<file path="src/trs_params.svh">
`ifndef TRS_PARAMS_SVH
`define TRS_PARAMS_SVH

// identity byte answered to get_cookie
`define COOKIE 8'haf

// version byte is {major, minor}
`define VERSION_MAJOR 3'd0
`define VERSION_MINOR 5'd3

`define NUM_BP 8      // breakpoint slots
`define RAM_AW 15     // 32 KiB debug memory
`define MAX_PARAMS 4  // parameter buffer depth

`endif
</file>
<file path="src/trs_pkg.sv">
`include "trs_params.svh"

package trs_pkg;

  // opcodes as sent by the ESP
  typedef enum logic [7:0] {
    cmd_get_cookie          = 8'd0,
    cmd_bram_poke           = 8'd1,
    cmd_bram_peek           = 8'd2,
    cmd_set_breakpoint      = 8'd6,
    cmd_clear_breakpoint    = 8'd7,
    cmd_enable_breakpoints  = 8'd11,
    cmd_disable_breakpoints = 8'd12,
    cmd_xray_resume         = 8'd13,
    cmd_get_version         = 8'd15,
    cmd_abus_read           = 8'd18
  } cmd_op_e;

  typedef enum logic {
    parse_idle,
    parse_read_bytes
  } parse_state_e;

  typedef enum logic {
    xray_run,   // z80 free running
    xray_stop   // halted on a breakpoint
  } xray_state_e;

  // one finished command with a single-cycle valid strobe
  typedef struct packed {
    logic       valid;
    cmd_op_e    op;
    logic [7:0] p0;
    logic [7:0] p1;
    logic [7:0] p2;
  } cmd_t;

  // z80 bus as seen by the core with active low strobes
  typedef struct packed {
    logic [15:0] addr;
    logic        rd_n;
    logic        wr_n;
    logic [7:0]  data;
  } z80_bus_t;

  typedef logic [`NUM_BP-1:0] bp_match_t;  // one bit per slot

endpackage

</file>
<file path="src/bp_slot.sv">
`timescale 1ns/1ps

module bp_slot (
  input  logic          clk,
  input  logic          rst_n,
  input  trs_pkg::cmd_t cmd,
  input  logic [2:0]    slot_id,
  input  logic [15:0]   addr,
  output logic          match
);

  import trs_pkg::*;

  logic [15:0] bp_addr;
  logic        active;
  logic        mine;  // command addresses this slot

  assign mine = cmd.valid && (cmd.p0 == {5'd0, slot_id});

  always_ff @(posedge clk) begin
    if (!rst_n)
      active <= 1'b0;
    else if (mine && cmd.op == cmd_set_breakpoint)
      active <= 1'b1;
    else if (mine && cmd.op == cmd_clear_breakpoint)
      active <= 1'b0;  // address kept, just disarmed
  end

  always_ff @(posedge clk) begin
    if (mine && cmd.op == cmd_set_breakpoint)
      bp_addr <= {cmd.p2, cmd.p1};  // hi, lo
  end

  assign match = active && (addr == bp_addr);  // sampled by the encoder

endmodule

</file>
<file path="config.mk">
export PLATFORM = sky130hd
export DESIGN_NAME = bp_slot
export DESIGN_NICKNAME = d
export VERILOG_FILES = /design/src/trs_pkg.sv /design/src/bp_slot.sv
export VERILOG_INCLUDE_DIRS = /design/src
export SDC_FILE = /design/constraint.sdc
export NUM_CORES = 1
export LEC_CHECK = 0
export ABC_AREA = 1
export BUFFER_PORTS_ARGS = -buffer_cell sky130_fd_sc_hd__buf_2
export CAP_MARGIN = 20
export CORE_MARGIN = 8
export CORE_UTILIZATION = 34
export DETAILED_ROUTE_END_ITERATION = 10
export PLACE_DENSITY = 0.74
export SLEW_MARGIN = 20
export SYNTH_ARGS = -nofsm -noshare
export SYNTH_HDL_FRONTEND = slang
export SYNTH_SLANG_ARGS = --single-unit
</file>
<file path="constraint.sdc">
create_clock -name clk -period 2.52 [get_ports clk]
set_input_delay 0.252 -clock clk [delete_from_list [all_inputs] [get_ports clk]]
set_output_delay 0.252 -clock clk [all_outputs]
set_load 0.01 [all_outputs]
</file>
; Yosys cells after proc, flatten, opt, wreduce, memory -nomap -nowiden
; Cells that the tools add are included.
; Widths: inputs -> output; s select.
[op_classes]
n_eq_ne = 4
n_mux = 2
n_reduce_logical = 5
[op_table]
columns = op, count
row1 = $eq 16x16->1, 1
row2 = $eq 8x3->1 const B, 2
row3 = $eq 8x3->1, 1
row4 = $logic_and 1x1->1, 4
row5 = $mux 1, 2
row6 = $reduce_bool 2->1, 1
[totals]
input_bits = 54
output_inout_bits = 1
register_bits = 17
word_cells = 13

; Logic depth before layout (Yosys ltp)
[depth]
word_depth = 5
ltp_mapped = 9
depth_no_buf = 9

; Least setup slack after synthesis
; OpenSTA, ideal clock, no wires.
[synth_timing]
path_type = input port to flip-flop
start = input cmd[22] (netlist name)
end = register bp_addr[0] (enable)
setup_slack_ns = 1.147
setup_ns = 0.364
stages = 4
n_path_buf = 0
arrival_ns = 1.010
t_required_ns = 2.156
cell_sequence = nand3b_2 > nor2_2 > nand3_2 > inv_1
[synth_via]
elab_chain_cells = 3
[synth_lines]
columns = element, line_no
row1 = start: declaration, bp_slot.sv:6  ; input trs_pkg::cmd_t cmd,
row2 = $eq 8x3->1, bp_slot.sv:18  ; assign mine = cmd.valid && (cmd.p0 == {5'd0, slot_id});
row3 = $logic_and 1x1->1, bp_slot.sv:18
row4 = $logic_and 1x1->1, bp_slot.sv:30  ; if (mine && cmd.op == cmd_set_breakpoint)
row5 = end signal: assignment, bp_slot.sv:31  ; bp_addr <= {cmd.p2, cmd.p1};
row6 = end: declaration, bp_slot.sv:14  ; logic [15:0] bp_addr;
; Every way passes these cells.
; A chain may end at the register's enable or synchronous reset.

; Worst setup path after layout
[layout_timing]
start = register bp_addr[8]
end = output match
[layout_via]
elab_chain_cells = 2
[layout_lines]
columns = element, line_no
row1 = $eq 16x16->1, bp_slot.sv:34  ; assign match = active && (addr == bp_addr);
row2 = $logic_and 1x1->1, bp_slot.sv:34
row3 = end: declaration, bp_slot.sv:9  ; output logic match
; Every way passes these cells.

==> impl_results.md <==
- Layout Cells excl Fill: 184
- Reg area: 500.5 um^2
- Gr ovfl total: 0
- N_diodes: 0
- CP top delay family: flip-flops
- Post-Syn Area: 890.9 um^2
- Cell total after placement: 180
- WS Path Type: reg -> out
- NumNets Final: 209
- CORE AREA: 2477 um^2
- Total track usage: 0.08917
- Clock slew at reported path FFs: 0.09 ns
- Root buffer cell: clkbuf_4
- Die W: 67.19 um
- Ports: 55
- Post-route ant nets: 0
- H-tree depth: 1
- Initial antenna violation count: 0
- CTS Sinks: 17
- # hold bufs at CTS: 0
- Worst Tran Pin Value: 0.5601 ns
- Crit path max fanout: 1
- Wire length per cell: 10.96 um
- Drt drc: 0
- Row count: 18
- Final hold violation count: 0
- Layout fillers: 245
- Avg Cell Area, Syn: 9.280 um^2
- Largest net degree at the start of global routing: 17
- Vias in the first global route: 810
- Final min period: 1.635 ns
- PwrDens: 421.2 nW/um^2
- Layout area overhead: 37.50%
- Syn. warnings: 0
- Critical path, cell by cell: xor2_1 > a211oi_1 > nand3_1 > nor2_1 > buf_2
- DRT Wirelength: 2016 um
- Dpl hpwl: 1788 um
- Critical Path RT: 2.27 ns
- RSZ-0062 raised after global routing: false
- Final Skew: 0 ns
- Crit path largest cell delay: 0.39 ns
- R2R depth: 2
- Maximum clock insertion buffer count: 2
- Share of post-route cells with drive strength above 1: 0.4156
- Max_slew headroom: 0.6262
- Die Ht: 67.19 um
- I/O Buffers: 54
- Critical path arrival: 1.38 ns
- Avg Vias per Cell: 4.402
- Starting density of the core: 0.3596
- Worst hold stages: 1
- VDD IR max: 0.2540 mV
- Setup TNS: 0 ns
- Drt pass-1 iters: 4
- Via count: 810
- Cells after Synth: 96
- HP Class: in -> reg
- Slew Limit Fails: 0
- Outcome: finished clean
- Final Cycle Share: 0.6486
- Setup bufs post-CTS: 0
- CTS tree: built
- Seq/Total Area, Yosys: 0.5618
- Die area: 4514 um^2
- Max Cap Viol: 0
- Crit end category: output pin
- Worst path buffer plus inverter count: 1
- Post-cts sizing count: 0
- Fmax: 0.6118 GHz
- Syn Nets: 150
- P_leak: 0.0006019 uW
- Multi-input gate area: 311.5 um^2
- Startpoint types: register
- RD Place Congestion: 0.7015
- DRT iter0 DRCs: 25
- Seq cells post-synth: 17
- Netlist cell types: 23
- Num CTS Buffers: 3
- First-pass GRT wire length: 3125 um
- Setup violations, final: 0
- Worst skew pair latency: 0.28 ns
- Worst path slowest cell: edfxtp_1
- Critical path depth: 5
report_power, final:
part	internal [uW]	switching, uW	total [uW]
clock network	61.5	78.3	140
logic	40.0	28.2	68.2
registers	308	0.00214	308
final cells by class:
class / count / share of cell area
Clock buffer: 4 / 0.02145
Inverter: 21 / 0.06435
Multi-Input combinational cell: 58 / 0.2543
Sequential cell: 17 / 0.4086
Tap cell: 30 / 0.03064
Timing Repair Buffer: 54 / 0.2206
final timing paths:
path                            startpoint    endpoint  slack [ns]
worst max-delay path            bp_addr[8]       match        0.89
worst min-delay path                cmd[1]  bp_addr[9]        0.14
worst max register to register      active      active        1.95
worst min register to register      active      active        0.48
layer usage:
layer	wire, um	global-route usage	vias up
met3	177	0.03311	6
met1	670	0.08276	348
met5	0	0	-
li1	-	-	429
met4	54	0.05483	0
met2	1113	0.1625	27
worst reg2reg max path, stage by stage, from the launching register on:
cell and delay [ns]:
dfxtp_1 0.35, nand2_1 0.07, a21oi_2 0.10
layout by cell type (no fill, tap or decap), drive strengths merged:
cell type	n
clkinv	2
edfxtp	16
buf	54
a21oi	2
xor2	5
a211oi	1
nand3b	2
clkbuf	4
dfxtp	1
o21ai	5
nor3	3
nand2	16
nand3	4
a22o	1
nor2	15
nand4	1
inv	19
o22ai	3
flip-flops by register name, summed over array words and instances, names as in the netlist:
signal,cells
active,1
bp_addr,16
stage by stage:
step / utilization / cell area [um^2] / hold WS, ns / total power (uW) / setup WS [ns]
after global placement: 0.4838 / 1199 / 0.4305 / 380.8 / 0.9402
after CTS: 0.4944 / 1225 / 0.1219 / 522.5 / 0.8460
after floorplan: - / 890.9 / 0.3509 / 337.6 / 1.147
after detailed placement: 0.4838 / 1199 / 0.4308 / 383.3 / 0.8850
after global routing: 0.4944 / 1225 / 0.1124 / 543.3 / 0.7408
final: 0.4944 / 1225 / 0.1351 / 516.0 / 0.8855
logic make-up after synthesis:
group,Yosys count,share of synthesized area
simple gates,41,0.2177
xor+xnor,5,0.04916
compound gates,12,0.08286
flops,17,0.5618
buf+inv,21,0.08849
Yosys cell counts:
cell,n,area [um^2]
inv_1,19,71.32
edfxtp_1,16,480.5
nand2_1,15,56.30
nor2_1,13,48.80
xor2_1,5,43.79
o21ai_0,4,20.02
nand3_1,3,15.01
o22ai_1,3,18.77
clkinv_1,2,7.510
nor2_2,2,12.51
nor3_1,2,10.01
a211oi_1,1,7.510
a21oi_1,1,5.000
a21oi_2,1,8.760
a22o_1,1,8.760
dfxtp_1,1,20.02
nand2_2,1,6.260
nand3_2,1,10.01
nand3b_1,1,7.510
nand3b_2,1,11.26
nand4_1,1,6.260
nor3_2,1,10.01
o21ai_1,1,5.000
No activity file was read; power rests on OpenSTA's default activity.
