### src/trs_params.svh
`ifndef TRS_PARAMS_SVH
`define TRS_PARAMS_SVH

// identity byte answered to get_cookie
`define COOKIE 8'haf

// version byte is {major, minor}
`define VERSION_MAJOR 3'd0
`define VERSION_MINOR 5'd3

`define NUM_BP 8      // breakpoint slots
`define RAM_AW 15     // 32 KiB debug memory
`define MAX_PARAMS 4  // parameter buffer depth

`endif
### src/trs_pkg.sv
`include "trs_params.svh"

package trs_pkg;

  // opcodes as sent by the ESP
  typedef enum logic [7:0] {
    cmd_get_cookie          = 8'd0,
    cmd_bram_poke           = 8'd1,
    cmd_bram_peek           = 8'd2,
    cmd_set_breakpoint      = 8'd6,
    cmd_clear_breakpoint    = 8'd7,
    cmd_enable_breakpoints  = 8'd11,
    cmd_disable_breakpoints = 8'd12,
    cmd_xray_resume         = 8'd13,
    cmd_get_version         = 8'd15,
    cmd_abus_read           = 8'd18
  } cmd_op_e;

  typedef enum logic {
    parse_idle,
    parse_read_bytes
  } parse_state_e;

  typedef enum logic {
    xray_run,   // z80 free running
    xray_stop   // halted on a breakpoint
  } xray_state_e;

  // one finished command with a single-cycle valid strobe
  typedef struct packed {
    logic       valid;
    cmd_op_e    op;
    logic [7:0] p0;
    logic [7:0] p1;
    logic [7:0] p2;
  } cmd_t;

  // z80 bus as seen by the core with active low strobes
  typedef struct packed {
    logic [15:0] addr;
    logic        rd_n;
    logic        wr_n;
    logic [7:0]  data;
  } z80_bus_t;

  typedef logic [`NUM_BP-1:0] bp_match_t;  // one bit per slot

endpackage

### src/reply_reg.sv
`timescale 1ns/1ps
`include "trs_params.svh"

module reply_reg (
  input  logic          clk,
  input  logic          rst_n,
  input  trs_pkg::cmd_t cmd,
  input  logic [7:0]    peek_data,
  input  logic          peek_valid,
  input  logic [7:0]    z80_addr_lo,
  output logic [7:0]    tx_byte
);

  import trs_pkg::*;

  // byte shifted out on the next spi frame
  always_ff @(posedge clk) begin
    if (!rst_n) begin
      tx_byte <= '0;
    end else if (peek_valid) begin
      tx_byte <= peek_data;  // late memory answer
    end else if (cmd.valid) begin
      case (cmd.op)
        cmd_get_cookie:  tx_byte <= `COOKIE;
        cmd_get_version: tx_byte <= {`VERSION_MAJOR, `VERSION_MINOR};
        cmd_abus_read:   tx_byte <= z80_addr_lo;  // live bus snapshot
        default: ;  // everything else keeps the last reply
      endcase
    end
  end

endmodule

### config.mk
export PLATFORM = sky130hd
export DESIGN_NAME = reply_reg
export DESIGN_NICKNAME = d
export VERILOG_FILES = /design/src/trs_pkg.sv /design/src/reply_reg.sv
export VERILOG_INCLUDE_DIRS = /design/src
export SDC_FILE = /design/constraint.sdc
export NUM_CORES = 1
export LEC_CHECK = 0
export BUFFER_PORTS_ARGS = -buffer_cell sky130_fd_sc_hd__buf_2
export CORE_MARGIN = 4
export CORE_UTILIZATION = 33
export CTS_BUF_LIST = sky130_fd_sc_hd__clkbuf_4
export DETAILED_ROUTE_END_ITERATION = 8
export PLACE_DENSITY = 0.81
export SLEW_MARGIN = 15
export SYNTH_ARGS = -nofsm -noshare
export SYNTH_HDL_FRONTEND = slang
export SYNTH_SLANG_ARGS = --single-unit
### constraint.sdc
create_clock -name clk -period 2.6 [get_ports clk]
set_input_delay 0.78 -clock clk [delete_from_list [all_inputs] [get_ports clk]]
set_output_delay 0.78 -clock clk [all_outputs]
set_load 0.005 [all_outputs]
---- Yosys cells after proc, flatten, opt, wreduce, memory -nomap -nowiden ----
Index checks and enable logic that the tools add are counted.
Widths: inputs -> output; s select.
storage, ports and cells
  register bits ........................... 8
  input bits .............................. 52
  output and inout port bits .............. 8
  word-level logic and storage cells ...... 10
operators by class
  eq/ne operators ......................... 2
  mux-type cells .......................... 3
  reductions and logical operators ........ 4
operator list
  operator            count
  $pmux 8 s3          1
  $mux 8              2
  $eq 8x4->1 const B  1
  $eq 8x5->1 const B  1
  $logic_not 8->1     1
  $reduce_bool 4->1   1
  $reduce_and 2->1    1
  $reduce_bool 2->1   1

---- Longest topological paths before layout ----
  depth in word-level cells ............... 4
  gate-level depth with buffers ........... 5
  depth with buffers taken out ............ 4

---- Worst setup path before layout ----
OpenSTA, ideal clock, no wires.
  path kind ............................... input port to flip-flop
  start ................................... in cmd[24] in the netlist's numbering
  end ..................................... reg tx_byte[2]
  library setup time ...................... 115 ps
  data arrival time ....................... 1,957 ps
  required time ........................... 2,485 ps
  setup slack ............................. 528 ps
  stages .................................. 4
  path buffers ............................ 0
  cells stage by stage .................... or4b_4 > a2111oi_2 > a21oi_1 > o21a_1
on the way
  cells in the longest elaborated chain, start to end .. 4
  elaborated cells between the ends (all ways) .. 8
  classes of those cells .................. eq/ne: 2; mux: 3; reduce/logical: 3
ends and longest elaborated chain
  element                             RTL line         RTL
  start, declared                     reply_reg.sv:7   input trs_pkg::cmd_t cmd,
  $eq 8x5->1 (tied with other cells)  reply_reg.sv:23  case (cmd.op)
  $pmux 8 s3                          reply_reg.sv:23
  $mux 8                              reply_reg.sv:22  end else if (cmd.valid) begin
  $mux 8                              reply_reg.sv:20  end else if (peek_valid) begin
  end signal, assigned                reply_reg.sv:21  tx_byte <= peek_data;
  end signal, assigned                reply_reg.sv:24  cmd_get_cookie: tx_byte <= `COOKIE;
  end signal, assigned                reply_reg.sv:25  cmd_get_version: tx_byte <= {`VERSION_MAJOR, `VERSION_MINOR};
  end, declared                       reply_reg.sv:11  output logic [7:0] tx_byte
Parallel ways exist; a longest one is shown, timed or not. The select of a mux whose other input is x is not followed.
A chain may end at the register's enable or synchronous reset.

---- Final worst setup path ----
  start ................................... in cmd[29] in the netlist's numbering
  end ..................................... reg tx_byte[0]
The elaborated chain is that of the path after synthesis.

==> impl_metrics.env <==
export IMPL_clk_pin_slew_ps=50
export IMPL_ys_ff_latch=8
export IMPL_avgViaCountPerCell=5.39
export IMPL_setup_viol=0
export IMPL_grt_start_max_net_pins=9
export IMPL_die_h_um=46.7
export IMPL_min_path_type="flip-flop to flip-flop"
export IMPL_drcViolationCount=0
export IMPL_fmax_ghz=0.479
export IMPL_path_delay_family="simple AND/OR/NAND/NOR gates"
export IMPL_cap_violations=0
export IMPL_rows=13
export IMPL_core_sq_mm=0.00135
export IMPL_crit_type="input port to flip-flop"
export IMPL_skew_ps=0
export IMPL_first_iter_violations=6
export IMPL_tightest_slew_ps=607
export IMPL_holdBufCountCts=0
export IMPL_cts_num_sinks=8
export IMPL_synth_avg_cell_area_sq_um=9.48
export IMPL_grt_overflow=0
export IMPL_cp_end_kind="flip-flop"
export IMPL_crit_slowest_cell="or4b_4"
export IMPL_rsz0062_at_grt="no"
export IMPL_postRouteAntennaNets=0
export IMPL_p_leak_uw=0.000310
export IMPL_syn_inst=52
export IMPL_clock_latency_ps=240
export IMPL_crit_chain="buf_2 -> or4b_4 -> a211oi_2 -> or3_1 -> o221a_2"
export IMPL_post_cts_buffers=0
export IMPL_cts_tree="yes"
export IMPL_first_global_vias=538
export IMPL_worst_path_largest_cell_delay_ps=560
export IMPL_period_share_pct=80.2
export IMPL_dieArea_sq_mm=0.00218
export IMPL_synth_top_area_share_pct=32.5
export IMPL_finalSetupTns_ps=0
export IMPL_drive_gt1_share_pct=51.7
export IMPL_wl_per_cell_um=13.3
export IMPL_area_growth_pct=42.1
export IMPL_cts_path_max_buffers=2
export IMPL_worstPathRequired_ps=2790
export IMPL_largest_reg_flops=8
export IMPL_ys_warn_count=0
export IMPL_vias=561
export IMPL_powerDensity_mw_per_mm2=418
export IMPL_synthTopCellsByArea="dfxtp_1 32%, o21a_1 9.1%, a21oi_1 6.1%"
export IMPL_cts_resized=0
export IMPL_ios=60
export IMPL_gp_congestion=0.769
export IMPL_ys_seq_area_share_pct=32.5
export IMPL_grt_pass1_wl_um=2130
export IMPL_syn_area_sq_um=493
export IMPL_finalPower_uw=293
export IMPL_irDropWorstVdd_mv=0.170
export IMPL_drtPass1Iterations=2
export IMPL_critPathMaxFanout=8
export IMPL_grt_antenna_before_repair=0
export IMPL_nets=143
export IMPL_timing_hold_violations_final=0
export IMPL_fin_crit_ps=2090
export IMPL_wirelength_um=1380
export IMPL_root_buffer="clkbuf_4"
export IMPL_initial_utilization_pct=36.5
export IMPL_htreeDepth=1
export IMPL_multi_input_area_sq_um=305
export IMPL_synth_area_leader_cell="dfxtp_1"
export IMPL_outcome="complete, no violations"
export IMPL_fillers=134
export IMPL_drv_slew=0
export IMPL_top_regs="tx_byte: 8 flops"
export IMPL_synth_lib_cells_used_distinct=23
export IMPL_cp_start_kind="input port"
export IMPL_dp_hpwl_um=1180
export IMPL_diodes=0
export IMPL_die_x_um=46.7
export IMPL_numCtsBuffers=3
export IMPL_place_port_buffers=35
export IMPL_top_register="tx_byte"
export IMPL_seq_area_sq_um=160
export IMPL_cp_num_buf_inv=1
export IMPL_track_usage_pct=13.5
export IMPL_slew_headroom_pct=59.0
export IMPL_syn_num_nets=104
export IMPL_cp_arrival_ps=2280
cell usage in the layout, fill, tap and decap left out, drive strengths merged, types with 2 or more instances in the layout:
cell type	count
buf	36
dfxtp	8
a21oi	6
o21a	6
nand3	4
o21ai	4
inv	3
clkbuf	3
or4b	3
nor4b	2
a22oi	2
o41ai	2
or3	2
o221a	2
through the flow:
| stage | hold WS (ps) | worst slack, ps | cells | cell area, sq um | util (%) |
|---|---|---|---|---|---|
| after detailed placement | 448 | 234 | 101 | 678 | 50.2 |
| after CTS | 461 | 494 | 104 | 701 | 51.9 |
| final | 458 | 514 | 104 | 701 | 51.9 |
| after global routing | 489 | 405 | 104 | 701 | 51.9 |
| after floorplan | 464 | 528 | 52 | 493 | - |
| after global placement | 449 | 269 | 101 | 678 | 50.2 |
synth_stat cells:
master     number
nand2_1         1
nor4b_1         2
o221a_2         1
o21a_1          6
a21oi_1         6
nand4b_1        1
nor3_1          1
or3_1           1
o41ai_1         2
buf_6           1
nor4_4          1
dfxtp_1         8
o221a_1         1
a22oi_1         2
clkbuf_2        1
nand3_1         4
or3_2           1
o21ai_0         4
inv_1           3
a2111oi_2       1
or4b_1          1
a211oi_2        1
or4b_4          2
cells by family after synthesis:
| family | Yosys count | synth area share, % |
|---|---|---|
| AO/OA/AOI/OAI | 24 | 36.0 |
| buffers and inverters | 5 | 5.58 |
| flip-flops | 8 | 32.5 |
| AND/OR/NAND/NOR | 15 | 25.9 |
path summary, 6_finish.rpt:
path | start | to | slack (ps) | depth (start not counted)
setup / recovery | cmd[29] | tx_byte[0] | 510 | 5
hold / removal | tx_byte[7] | tx_byte[7] | 460 | 1
setup reg to reg | tx_byte[4] | tx_byte[4] | 1730 | 2
hold reg to reg | tx_byte[7] | tx_byte[7] | 460 | 1
layer usage:
metal  global-route usage, %  part of all wire (%)  vias up
li1                        -                     -      288
met1                    15.0                    38      250
met2                    25.5                    52       21
met3                    2.73                   9.5        2
met4                    3.31                  0.65        0
met5                       0                     0        -
area by class of cell:
class                   instances  share of cell area [%]
clock buffers                   3                    3.21
well taps                      15                    2.68
repair buffers                 36                    26.1
inverters                       3                    1.61
flip-flops and latches          8                    22.9
multi-input cells              39                    43.6
where the power goes:
part           switching [uW]  total, uW  leakage (uW)  internal [uW]
logic                    29.7       64.1      0.000230           34.5
registers                3.73        135     0.0000665            131
clock network            41.3       94.0     0.0000138           52.8
total                    74.6        293      0.000310            219
Note: power is estimated with default switching activity, not from simulation.
