[config.mk]
export PLATFORM = sky130hd
export DESIGN_NAME = cmd_parser
export DESIGN_NICKNAME = d
export VERILOG_FILES = /design/src/trs_pkg.sv /design/src/cmd_parser.sv
export VERILOG_INCLUDE_DIRS = /design/src
export SDC_FILE = /design/constraint.sdc
export NUM_CORES = 1
export LEC_CHECK = 0
export ABC_AREA = 1
export BUFFER_PORTS_ARGS = -buffer_cell sky130_fd_sc_hd__buf_2
export CORE_MARGIN = 3
export CORE_UTILIZATION = 45
export DETAILED_ROUTE_END_ITERATION = 10
export PLACE_DENSITY = 0.71
export SYNTH_ARGS = -nofsm -noshare
export SYNTH_HDL_FRONTEND = slang
export SYNTH_SLANG_ARGS = --single-unit
[constraint.sdc]
create_clock -name clk -period 3.1 [get_ports clk]
set_clock_uncertainty 0.15 [all_clocks]
set_input_delay 0 -clock clk [delete_from_list [all_inputs] [get_ports clk]]
set_output_delay 0 -clock clk [all_outputs]
set_load 0.05 [all_outputs]
[src/trs_params.svh]
`ifndef TRS_PARAMS_SVH
`define TRS_PARAMS_SVH

// identity byte answered to get_cookie
`define COOKIE 8'haf

// version byte is {major, minor}
`define VERSION_MAJOR 3'd0
`define VERSION_MINOR 5'd3

`define NUM_BP 8      // breakpoint slots
`define RAM_AW 15     // 32 KiB debug memory
`define MAX_PARAMS 4  // parameter buffer depth

`endif
[src/trs_pkg.sv]
`include "trs_params.svh"

package trs_pkg;

  // opcodes as sent by the ESP
  typedef enum logic [7:0] {
    cmd_get_cookie          = 8'd0,
    cmd_bram_poke           = 8'd1,
    cmd_bram_peek           = 8'd2,
    cmd_set_breakpoint      = 8'd6,
    cmd_clear_breakpoint    = 8'd7,
    cmd_enable_breakpoints  = 8'd11,
    cmd_disable_breakpoints = 8'd12,
    cmd_xray_resume         = 8'd13,
    cmd_get_version         = 8'd15,
    cmd_abus_read           = 8'd18
  } cmd_op_e;

  typedef enum logic {
    parse_idle,
    parse_read_bytes
  } parse_state_e;

  typedef enum logic {
    xray_run,   // z80 free running
    xray_stop   // halted on a breakpoint
  } xray_state_e;

  // one finished command with a single-cycle valid strobe
  typedef struct packed {
    logic       valid;
    cmd_op_e    op;
    logic [7:0] p0;
    logic [7:0] p1;
    logic [7:0] p2;
  } cmd_t;

  // z80 bus as seen by the core with active low strobes
  typedef struct packed {
    logic [15:0] addr;
    logic        rd_n;
    logic        wr_n;
    logic [7:0]  data;
  } z80_bus_t;

  typedef logic [`NUM_BP-1:0] bp_match_t;  // one bit per slot

endpackage

[src/cmd_parser.sv]
`timescale 1ns/1ps
`include "trs_params.svh"

module cmd_parser (
  input  logic          clk,
  input  logic          rst_n,
  input  logic [7:0]    rx_byte,
  input  logic          rx_valid,
  output trs_pkg::cmd_t cmd
);

  import trs_pkg::*;

  localparam int idx_w = $clog2(`MAX_PARAMS);

  parse_state_e     state;
  cmd_op_e          op_q;        // pending opcode, also the output op
  logic [2:0]       remaining;   // parameter bytes still expected
  logic [idx_w-1:0] idx;         // next buffer slot
  logic [7:0]       param_buf [`MAX_PARAMS];
  logic             valid_q;
  logic [7:0]       p0_q;
  logic [7:0]       p1_q;
  logic [7:0]       p2_q;

  always_ff @(posedge clk) begin
    if (!rst_n) begin
      state     <= parse_idle;
      op_q      <= cmd_get_cookie;
      remaining <= '0;
      idx       <= '0;
      valid_q   <= 1'b0;
    end else begin
      valid_q <= 1'b0;  // strobe
      if (rx_valid) begin
        case (state)
          parse_idle: begin
            idx <= '0;
            case (rx_byte)
              cmd_get_cookie, cmd_get_version, cmd_abus_read,
              cmd_enable_breakpoints, cmd_disable_breakpoints, cmd_xray_resume: begin
                op_q    <= cmd_op_e'(rx_byte);
                valid_q <= 1'b1;  // no params, fire now
              end
              cmd_bram_poke, cmd_set_breakpoint: begin
                op_q      <= cmd_op_e'(rx_byte);
                remaining <= 3'd3;
                state     <= parse_read_bytes;
              end
              cmd_bram_peek: begin
                op_q      <= cmd_op_e'(rx_byte);
                remaining <= 3'd2;  // addr lo, addr hi
                state     <= parse_read_bytes;
              end
              cmd_clear_breakpoint: begin
                op_q      <= cmd_op_e'(rx_byte);
                remaining <= 3'd1;  // slot
                state     <= parse_read_bytes;
              end
              default: ;  // unknown opcode, drop it
            endcase
          end
          parse_read_bytes: begin
            idx       <= idx + idx_w'(1);
            remaining <= remaining - 3'd1;
            if (remaining == 3'd1) begin
              valid_q <= 1'b1;
              state   <= parse_idle;
            end
          end
          default: state <= parse_idle;
        endcase
      end
    end
  end

  // parameter bytes, the last one bypasses the buffer
  always_ff @(posedge clk) begin
    if (rx_valid && state == parse_read_bytes) begin
      param_buf[idx] <= rx_byte;
      p0_q <= (idx == idx_w'(0)) ? rx_byte : param_buf[0];
      p1_q <= (idx == idx_w'(1)) ? rx_byte : param_buf[1];
      p2_q <= (idx == idx_w'(2)) ? rx_byte : param_buf[2];
    end
  end

  assign cmd.valid = valid_q;
  assign cmd.op    = op_q;
  assign cmd.p0    = p0_q;
  assign cmd.p1    = p1_q;
  assign cmd.p2    = p2_q;

endmodule

# == After elaboration in Yosys (flattened, before gate mapping) ==
# Memories as Yosys holds them, arrays and structs flattened. A register that Yosys moved wholly into a read port is not among the register bits.
# Cells that the tools add are included.
# classes
eq_ne,11
n_addsub,2
n_mux,11
n_reduce_logical,9
bitwise_logic,1
# op_table
cell,n
$eq A8 B4 Y1 const B,4
$eq A8 B3 Y1 const B,2
$reduce_or A10 Y1,1
$pmux W3 S3,1
$eq A8 B1 Y1 const B,1
$eq A8 B2 Y1 const B,1
$eq A8 B5 Y1 const B,1
$logic_not A8 Y1,1
$mux W1,6
$pmux W3 S2,1
$reduce_or A6 Y1,1
$ne A4 B1 Y1 const B,1
$pmux W1 S2,2
$pmux W2 S2,1
$reduce_and A2 Y1,2
$reduce_or A4 Y1,1
$eq A3 B1 Y1 const B,1
$reduce_and A3 Y1,1
$sub A3 B1 Y3 const B,1
$add A2 B1 Y2 const B,1
$reduce_or A2 Y1,1
$logic_and A1 B1 Y1,1
$not A1 Y1,1
# word_totals
register_bits,15
ramBits,32
n_memories,1
wordCells,40
input_bits,11
# mem_list
memory,depth,word_bits,rd,rd_clocked_by_memory_dff,wr,line,rtl
param_buf,4,8,3,3,1,cmd_parser.sv:20,logic [7:0] param_buf [`MAX_PARAMS];

# == Depth between registers and ports, before layout ==
# logic_depth
depth_word,4
ltp_mapped,11
ltp_nobuf,11

# == Least setup slack after synthesis ==
# No wires, ideal clock.
# synth_path
path_kind,register to register
start,reg state
end,mem param_buf[0][0] (enable)
slack_ns,1.202
arrival_time_ns,1.424
synth_period_minus_slack_ns,1.898
stages_incl_launch_ff,6
cell_sequence,dfxtp_1 > nand2_1 > inv_2 > nand2_1 > buf_6 > inv_1
# synth_between
elab_chain_cells,3
# synth_lines
item,line,rtl
start: declaration,cmd_parser.sv:16,parse_state_e state;
start signal: assignment,cmd_parser.sv:28,state <= parse_idle;
start signal: assignment,cmd_parser.sv:48,state <= parse_read_bytes;
start signal: assignment,cmd_parser.sv:53,state <= parse_read_bytes;
$logic_and A1 B1 Y1,cmd_parser.sv:79,if (rx_valid && state == parse_read_bytes) begin
$mux W1,cmd_parser.sv:79,
$mux W1 (not written as such),cmd_parser.sv:80,param_buf[idx] <= rx_byte;
end: declaration,cmd_parser.sv:20,
# Every way passes these cells.

# == Worst setup path after layout ==
# layout_path
start,reg state
end,mem param_buf[2][4] (enable)
# The elaborated chain is that of the path after synthesis.

==> impl_metrics.yaml <==
run_status:
  status: "finished clean"
worst_setup_path:
  path_class: "reg -> reg"
  cp.required_ps: 2950
  end_kind: "flop"
  critPathArrivalTime_ps: 1790
  path_max_fanout: 17
  startpoint_type: "flop"
sta:
  timing.fmax_mhz: 514.2
  setup_viol: 0
  period_minus_slack_ps: 1945
  finalMaxSlewViolations: 0
  max_slew_margin_pct: 54.56
  tightest_slew_ps: 679.0
  tns_ps: 0
  final_hold_viol_count: 0
  finalCritPeriodShare_pct: 62.73
  rsz0062_at_grt: "false"
placement:
  dpl.cell_count: 353
  place_congestion: 0.8020
  dp_hpwl_mm: 3.559
  port_buffers: 43
logic_synthesis:
  yosys_register_bits: 63
  ys_seq_area_share_pct: 67.05
  avgSynthCellArea_um2: 10.65
  netlist_instances: 244
  synth_fp_nets: 260
  syn_area_um2: 2597
  synth_cell_type_count: 17
  synth_warnings: 0
flow_run:
  max_cap_viol_count: 0
drt:
  routedWlPerCell_um: 13.42
  drc: 0
  vias: 1819
  vias_per_cell: 4.799
  dr.pass1.iters: 4
  ant_nets: 0
  wirelength_mm: 5.087
  drt_iter0_drc: 118
pwr:
  leakagePower_nw: 1.354
  p_per_area_nw_per_um2: 546.5
  ir_drop_v: 0.0003113
floorplanning:
  dieHeight_um: 81.98
  die_w_um: 81.98
  initial_core_util_pct: 46.88
  num_rows: 27
  core_area_um2: 5540
  io_pins: 44
  die_area_um2: 6720
cells_and_area:
  fin_nets: 319
  antenna_cells: 0
  finalNonFillerCells: 379
  area_growth_syn_to_layout_pct: 21.29
  final_common_cell: "nand2_1"
  drive_above_1_share_pct: 22.15
  nFillCells: 479
  layout_common_cells: "62 x nand2_1, 48 x edfxtp_1, 43 x buf_2, 28 x o21ai_0, 28 x nor2_1"
grt:
  overflow: 0
  grt_pass1_vias: 1720
  antenna_found_initial: 0
  grt_usage_pct: 16.61
  grt_pass1_wl_mm: 7.866
  grt_max_degree: 18
clock_tree:
  clock_path_buffers: 2
  cts.reportedPaths.clkPinSlew_ps: 60
  postCtsSetupRepairBufs: 0
  htree_levels: 3
  cts_buffers: 9
  clk_latency_ps: 330
  numClockSinks: 63
  tritoncts: "built"
  root_buffer: "clkbuf_8"
worst_hold_path:
  worstHoldPathType: "reg -> reg"
[path summary, 6_finish.rpt]
kind                              start              end  slack (ps)  cells after the start
worst max-delay path              state  param_buf[2][4]        1160                      4
worst min-delay path            op_q[7]          op_q[7]         290                      2
worst max register to register    state  param_buf[2][4]        1160                      4
worst min register to register  op_q[7]          op_q[7]         290                      2
[synthesized netlist by cell type (all sizes together)]
master | count | share of area [%]
inv | 22 | 3.2
ha | 5 | 2.4
buf | 7 | 2.7
a21oi | 12 | 2.5
edfxtp | 48 | 55
dfxtp | 15 | 12
nor2 | 31 | 5.0
o21ai | 30 | 5.8
nand3 | 9 | 1.7
nand2 | 65 | 9.7
[kinds of logic after synthesis]
group / Yosys count / synth area share [%]
and+or+nand+nor: 105 / 16.38
DFF: 63 / 67.05
AOI/OAI and AO/OA: 42 / 8.237
buffers and inverters: 29 / 5.924
adders and majority gates: 5 / 2.408
[flip-flops by register name, summed over array words and instances (netlist names)]
signal	cells
cmd	24
param_buf	24
op_q	8
remaining	3
idx	2
state	1
valid_q	1
[per-stage QoR]
step	power [mW]	util (%)	instance area [um2]	setup WS, ps	hold WS (ps)
floorplan	0.9632	-	2597	1202	-51.13
global placement	0.9885	51.24	2839	1261	121.3
detailed placement	0.9889	51.24	2839	1166	113.9
CTS	1.729	56.87	3151	1164	289.7
global route	1.775	56.87	3151	988.1	307.4
finish	1.722	56.87	3151	1155	285.3
[cell type report]
| type | instances | area, um2 | share of cell area (%) |
|---|---|---|---|
| Clock buffer | 10 | 127.6 | 4.051 |
| Clock inverter | 5 | 73.82 | 2.343 |
| Inverter | 22 | 82.58 | 2.621 |
| Multi-Input combinational cell | 152 | 701.9 | 22.28 |
| Sequential cell | 63 | 1742 | 55.28 |
| Tap cell | 72 | 90.09 | 2.859 |
| Timing Repair Buffer | 55 | 332.8 | 10.56 |
[metal layers]
layer  global-route usage (%)  routed length (um)
met1                    19.83                2165
met2                    27.38                2463
met3                    4.276                 312
met4                    8.970                 146
met5                        0                   0
[report_power, final]
part,internal (mW),switching (mW),total [mW]
Sequential,0.904,0.00137,0.906
Clock,0.443,0.299,0.742
Combinational,0.0233,0.0512,0.0745
Total,1.37,0.351,1.72
[critical path, stage by stage (launching register included)]
cell and delay (ps):
dfxtp_1 390, nand2_1 140, inv_2 240, nand2_1 330
inv_1 360
[timing repair]
| item | 4_1_cts | 5_1_grt |
|---|---|---|
| resized for setup | 0 | 0 |
| hold buffers | 11 | 0 |
| endpoints found under the hold margin | 39 | 0 |
No activity file was read; power rests on OpenSTA's default activity.
