[src/spi_slave.sv]
`timescale 1ns/1ps

module spi_slave (
  input  logic       clk,
  input  logic       rst_n,
  input  logic       sck,
  input  logic       cs_n,
  input  logic       mosi,
  output logic       miso,
  output logic [7:0] rx_byte,
  output logic       rx_valid,
  input  logic [7:0] tx_byte
);

  logic [2:0] sck_s;     // sck sync, [2] is edge history
  logic [2:0] cs_s;      // cs_n sync, same layout
  logic [1:0] mosi_s;    // mosi lines up with sck_s[1]
  logic [2:0] bit_cnt;
  logic [7:0] rx_shift;
  logic [7:0] tx_shift;
  logic       sck_rise;
  logic       sck_fall;
  logic       cs_act;
  logic       frame_start;

  assign sck_rise    = (sck_s[2:1] == 2'b01);
  assign sck_fall    = (sck_s[2:1] == 2'b10);
  assign cs_act      = ~cs_s[1];
  assign frame_start = (cs_s[2:1] == 2'b10);  // cs_n falling

  always_ff @(posedge clk) begin
    if (!rst_n) begin
      sck_s  <= '0;
      cs_s   <= '1;  // deselected
      mosi_s <= '0;
    end else begin
      sck_s  <= {sck_s[1:0], sck};
      cs_s   <= {cs_s[1:0], cs_n};
      mosi_s <= {mosi_s[0], mosi};
    end
  end

  // receive side, mode 0 samples on rising sck
  always_ff @(posedge clk) begin
    if (!rst_n) begin
      bit_cnt  <= '0;
      rx_valid <= 1'b0;
    end else begin
      rx_valid <= cs_act && sck_rise && (bit_cnt == 3'd7);  // every byte reported
      if (!cs_act)
        bit_cnt <= '0;  // new frame starts at bit 0
      else if (sck_rise)
        bit_cnt <= bit_cnt + 3'd1;
    end
  end

  always_ff @(posedge clk) begin
    if (cs_act && sck_rise)
      rx_shift <= {rx_shift[6:0], mosi_s[1]};  // msb first
  end

  assign rx_byte = rx_shift;  // stable until next rising sck

  // transmit side
  always_ff @(posedge clk) begin
    if (!rst_n) begin
      tx_shift <= '0;
    end else if (frame_start) begin
      tx_shift <= tx_byte;  // msb must sit on miso before first rise
    end else if (cs_act && sck_fall) begin
      if (bit_cnt == 3'd1)
        tx_shift <= {tx_byte[6:0], 1'b0};  // first fall, resample reply
      else
        tx_shift <= {tx_shift[6:0], 1'b0};
    end
  end

  assign miso = cs_act ? tx_shift[7] : 1'b0;  // no tri-state, park low

endmodule

[config.mk]
export PLATFORM = sky130hd
export DESIGN_NAME = spi_slave
export DESIGN_NICKNAME = d
export VERILOG_FILES = /design/src/spi_slave.sv
export SDC_FILE = /design/constraint.sdc
export NUM_CORES = 1
export LEC_CHECK = 0
export BUFFER_PORTS_ARGS = -buffer_cell sky130_fd_sc_hd__buf_2
export CORE_MARGIN = 8
export CORE_UTILIZATION = 45
export CTS_CLUSTER_SIZE = 40
export DETAILED_ROUTE_END_ITERATION = 6
export HOLD_SLACK_MARGIN = 0.03
export PLACE_DENSITY = 0.69
export SLEW_MARGIN = 5
export SYNTH_ARGS = -nofsm -noshare
export SYNTH_HDL_FRONTEND = slang
export SYNTH_SLANG_ARGS = --single-unit
export TNS_END_PERCENT = 20
[constraint.sdc]
create_clock -name clk -period 1.52 [get_ports clk]
set_input_delay 0.152 -clock clk [delete_from_list [all_inputs] [get_ports clk]]
set_output_delay 0.152 -clock clk [all_outputs]
set_load 0.005 [all_outputs]
Word-level counts from Yosys, hierarchy flattened. Index checks and enable logic that the tools add are counted.

Register bits after elaboration: 28. Bits of input ports: 13. Output and inout bits: 10. Logic and storage cells: 24.

Add/sub/neg operators: 1. Equality and inequality tests: 5. Mux-type cells: 4. Bitwise logic cells: 2. Reduce and logical (&&, ||, !) cells: 5.

Operators with widths (number): two-way mux 8 bit (3); == test 2 bit (second input constant) (2); adder 3 x 1 -> 3 bit (second input constant) (1); == test 3 x 1 -> 1 bit (second input constant) (1); == test 3 bit (second input constant) (1); logical AND 1 bit (3); == test 2 x 1 -> 1 bit (second input constant) (1); inverter 1 bit (2); nonzero test 2 bit (1); OR reduction 2 bit (1); two-way mux 1 bit (1).

Depth between registers and ports, before layout.
Depth after elaboration: 4. Depth in mapped cells: 7. Gate-level depth less buffers: 6.

Least setup slack after synthesis. OpenSTA, ideal clock, no wires.

Kind: register to register. Start: register bit_cnt[0]. End: register tx_shift[3]. Setup time: 131 ps. Arrival time: 1269 ps. Required time: 1389 ps. Setup slack: 120 ps. Cell stages (with the launch flop): 7. Path buffers: 1. Clock period less this slack: 1400 ps. Cells stage by stage: dfxtp_1 > ha_1 > nor2b_1 > buf_6 > mux2_2 > mux2i_1 > o22ai_1.

Word-level cells in the longest chain between the ends: 4.

Ends and longest elaborated chain: from (decl) (RTL line 18) `logic [2:0] bit_cnt;`; from (signal assigned) (RTL line 53) `bit_cnt <= bit_cnt + 3'd1;`; == test 3 x 1 -> 1 bit (RTL line 71) `if (bit_cnt == 3'd1)`; two-way mux 8 bit (RTL line 71); two-way mux 8 bit (RTL line 70) `end else if (cs_act && sck_fall) begin`; two-way mux 8 bit (RTL line 68) `end else if (frame_start) begin`; to (signal assigned) (RTL line 69) `tx_shift <= tx_byte;`; to (signal assigned) (RTL line 72) `tx_shift <= {tx_byte[6:0], 1'b0};`; to (signal assigned) (RTL line 74) `tx_shift <= {tx_shift[6:0], 1'b0};`; to (decl) (RTL line 20) `logic [7:0] tx_shift;`.

No other way between the ends. The select of a mux whose other input is x is not followed. A chain may end at the register's enable or synchronous reset.

Final worst setup path.
Start: register bit_cnt[1]. End: register tx_shift[6].

Same word-level chain as after synthesis.

==> impl_summary.md <==
Routing
In the final routed layout, each cell accounts on average for roughly 12 um. The post-detailed-route DRC marker count is 0. The overall routed net length is between 1500 and 2000 um. The routed layout has between 700 and 800 vias. The DRC violation total after the first TritonRoute iteration is 22.

In the routed layout, each cell is associated on average with a via count of roughly 4.8. The first-pass iteration count of the detailed router is 4. The number of nets with antenna violations after detailed routing is 0.

Synth
The count of state elements after synthesis is 28. The number of synthesis warnings is 0. The gate count after technology mapping is 91. The synthesized netlist contains 26 unique library cells. Of the synthesized area, sequential elements account for 0.580. The average cell area after synthesis is ~12 um^2. The combined area of all synthesized cells is 1100 um^2. The number of nets handed over by synthesis was roughly 110. For this run, the leading register cell type out of synthesis is sky130_fd_sc_hd__dfxtp_1.

The proportion of synthesized flip-flops having asynchronous set or reset is 0. Counting flops with a built-in enable in the synthesized netlist gives 8.

Pwr
In this run the power density over the cells is around 970 nW/um^2. Across the VDD grid, the largest voltage drop is approximately 700 uV. The analysis attributes to cell leakage a power of ~0.6 nW.

Place
The setup slack after placement is around 0.03 ns. Detailed placement finished with a half-perimeter wire length of 1350 um. The total cell area at the placement stage is 1250 um^2.

Routability-driven placement finished with a final weighted congestion of between 0.7 and 0.8. During placement, the flow inserted port buffers numbering 22. Once placement completed, the tool counted placed cells totaling ~140.

Timing
Setup repair after global routing could not meet its margin everywhere. Headroom to the max-slew limit came out at 0.706. The slew at the pin closest to its max-slew limit is 0.441 ns. The final number of hold-violating endpoints is 0.

The final hold slack is 0.107 ns. The period utilization is 0.967. For this run, the top clock speed supported by timing is between 600 and 700 MHz.

The smallest clock period supported by the final layout is computed as 1.47 ns. The final number of max-transition violations came to 0. The final setup violation count is 0. After layout, the worst setup slack is 0.0505 ns. The clock tree skew after final layout is approximately 0.0046 ns.

Worst hold path
In this run the worst hold path is classified as input pin to flop. The worst hold path terminates at tx_shift[7]. The source of the worst hold timing path is tx_byte[7]. The number of instances on the worst hold path is 3.

Worst setup path
By startpoint and endpoint, the worst setup path is classified as flop to flop. The peak fanout along the critical path is 7. Data arrives at the worst endpoint at 1.68 ns. The worst setup path is captured at a flop.

The worst register-to-register path ends at tx_shift[6]. The sort of element at the start of the critical path is a flop. The worst register-to-register path begins at bit_cnt[1].

The flop-to-flop setup slack is 0.05 ns. The worst register-to-register path has a depth of 7. The required arrival time at the worst endpoint is between 1.5 and 2 ns.

Global route
The total routing usage reported by global routing is 0.0890. The first global-routing pass estimated approximately 3000 um of wire. The via count of the first global-routing pass is roughly 720.

Entering global routing, the biggest net connects 17 pins. The sum of overflow across all layers after global routing is 0. The initial antenna violation count was 0.

Run status
The flow ran to the end, and the final reports show no timing, DRC or antenna violations.

CTS
The worst-skew pair later-pin latency is about 0.32 ns. The clock transition at the registers of the reported paths is about 0.14 ns. The number of sinks driven by the clock tree is 28. The number of buffers created by CTS is 3. The clock passes through at most 2 buffers.

TritonCTS built the clock tree. The H-tree depth is 1. Clock tree synthesis selected as its root buffer the cell sky130_fd_sc_hd__clkbuf_4.

Finish
The area of all placed cells without fillers is roughly 1400 um^2. The count of antenna diodes in the layout is 0. The number of nets in the finished design is about 140. The final cell count without fillers is 150. Leaving out fill and tap cells, the most frequent cell in the layout is sky130_fd_sc_hd__buf_2. In the layout the commonest cells are 22 x sky130_fd_sc_hd__buf_2, 18 x sky130_fd_sc_hd__dfxtp_1, 9 x sky130_fd_sc_hd__inv_1.

The number of fillers in the final layout is between 200 and 250. Measured on the finished design, the core utilization comes to 0.572. The fraction of layout cells with a size suffix above 1 is 0.375. The layout overhead on the synthesized area is 24.8%.

Floorplan
The initial utilization of the core area, before any placement, comes to 0.458. In this run the vertical extent of the chip is ~66 um. During I/O placement, the number of pins put on the boundary was 23.

After floorplanning, the core was divided into 18 placement rows. The die covers roughly 4300 um^2. The core region is around 2400 um^2.

The horizontal die dimension is 65.6 um.

Job
The max-capacitance violation count is 0.
[synth_stat cells, types with 2 or more instances]
master / count / share of area
sky130_fd_sc_hd__mux2_2: 2 / 0.020
sky130_fd_sc_hd__inv_1: 9 / 0.031
sky130_fd_sc_hd__ha_1: 3 / 0.034
sky130_fd_sc_hd__dfxtp_1: 20 / 0.36
sky130_fd_sc_hd__mux2i_1: 8 / 0.072
sky130_fd_sc_hd__nor2_1: 6 / 0.020
sky130_fd_sc_hd__and2_2: 5 / 0.034
sky130_fd_sc_hd__o22ai_1: 7 / 0.040
sky130_fd_sc_hd__mux2_1: 5 / 0.051
sky130_fd_sc_hd__or2b_1: 2 / 0.014
sky130_fd_sc_hd__buf_6: 2 / 0.020
sky130_fd_sc_hd__edfxtp_1: 8 / 0.22
[per-layer routing]
layer	GRT usage	vias to the layer above	routed length, um
li1	-	371	-
met1	0.0996	334	837
met2	0.139	13	893
met3	0.0340	2	120
met4	0.0572	0	18
met5	0	-	0
[logic make-up (layout without fill, tap and decap cells)]
| family | count (synthesis) | count (layout) | share of synthesized area |
|---|---|---|---|
| multiplexers | 15 | 15 | 0.144 |
| adder cells (fa/ha/maj) | 3 | 3 | 0.0340 |
| AO/OA/AOI/OAI | 12 | 12 | 0.0668 |
| flip-flops | 28 | 28 | 0.580 |
| buffers and inverters | 12 | 41 | 0.0555 |
| XOR/XNOR | 1 | 1 | 0.00793 |
| AND/OR/NAND/NOR | 20 | 20 | 0.112 |
[flip-flops by register name (all words and copies together) (netlist names)]
signal	cells
cs_s	3
sck_s	3
rx_byte	8
mosi_s	2
tx_shift	8
bit_cnt	3
rx_valid	1
[worst max path at each step]
stage,startpoint,to,slack (ns)
2_1_floorplan,bit_cnt[0],tx_shift[3],0.12
3_3_place_gp,bit_cnt[1],tx_shift[6],0.05
3_5_place_dp,bit_cnt[1],tx_shift[2],0.03
4_1_cts,bit_cnt[1],tx_shift[2],0.008
5_1_grt,bit_cnt[1],tx_shift[4],-0.02
6_report,bit_cnt[1],tx_shift[6],0.05
[area by class of cell]
type / count / area [um^2] / area share
Sequential cell: 28 / 643 / 0.466
Clock buffer: 3 / 22.5 / 0.0163
Tap cell: 30 / 37.5 / 0.0272
Clock inverter: 1 / 30.0 / 0.0218
Timing Repair Buffer: 28 / 175 / 0.127
Multi-Input combinational cell: 51 / 437 / 0.317
Inverter: 9 / 33.8 / 0.0245
[critical path: stages (launching register included)]
cell and delay [ns]:
sky130_fd_sc_hd__dfxtp_2 0.37, sky130_fd_sc_hd__inv_1 0.04, sky130_fd_sc_hd__ha_1 0.17, sky130_fd_sc_hd__nor2b_4 0.13, sky130_fd_sc_hd__buf_12 0.14, sky130_fd_sc_hd__mux2_4 0.29
sky130_fd_sc_hd__mux2i_1 0.14, sky130_fd_sc_hd__o22ai_1 0.08
[where the power goes]
part	internal, mW	leakage [nW]	switching [mW]
Combinational	0.0431	0.326	0.0325
Sequential	0.778	0.236	0.00630
Clock	0.267	0.0279	0.204
[per-stage QoR]
| stage | power [mW] | setup TNS, ns |
|---|---|---|
| floorplan | 0.837 | 0 |
| global placement | 0.865 | 0 |
| detailed placement | 0.867 | 0 |
| CTS | 1.34 | 0 |
| global route | 1.39 | -0.105 |
| finish | 1.33 | 0 |
[repair_timing]
action | 4_1_cts | 5_1_grt
setup endpoints to repair | 0 | 7
setup buffers | 0 | 1
resized for setup | 0 | 11
endpoints found under the hold margin | 2 | 1
hold buffers | 2 | 1
Note: power is estimated with default switching activity, not from simulation.
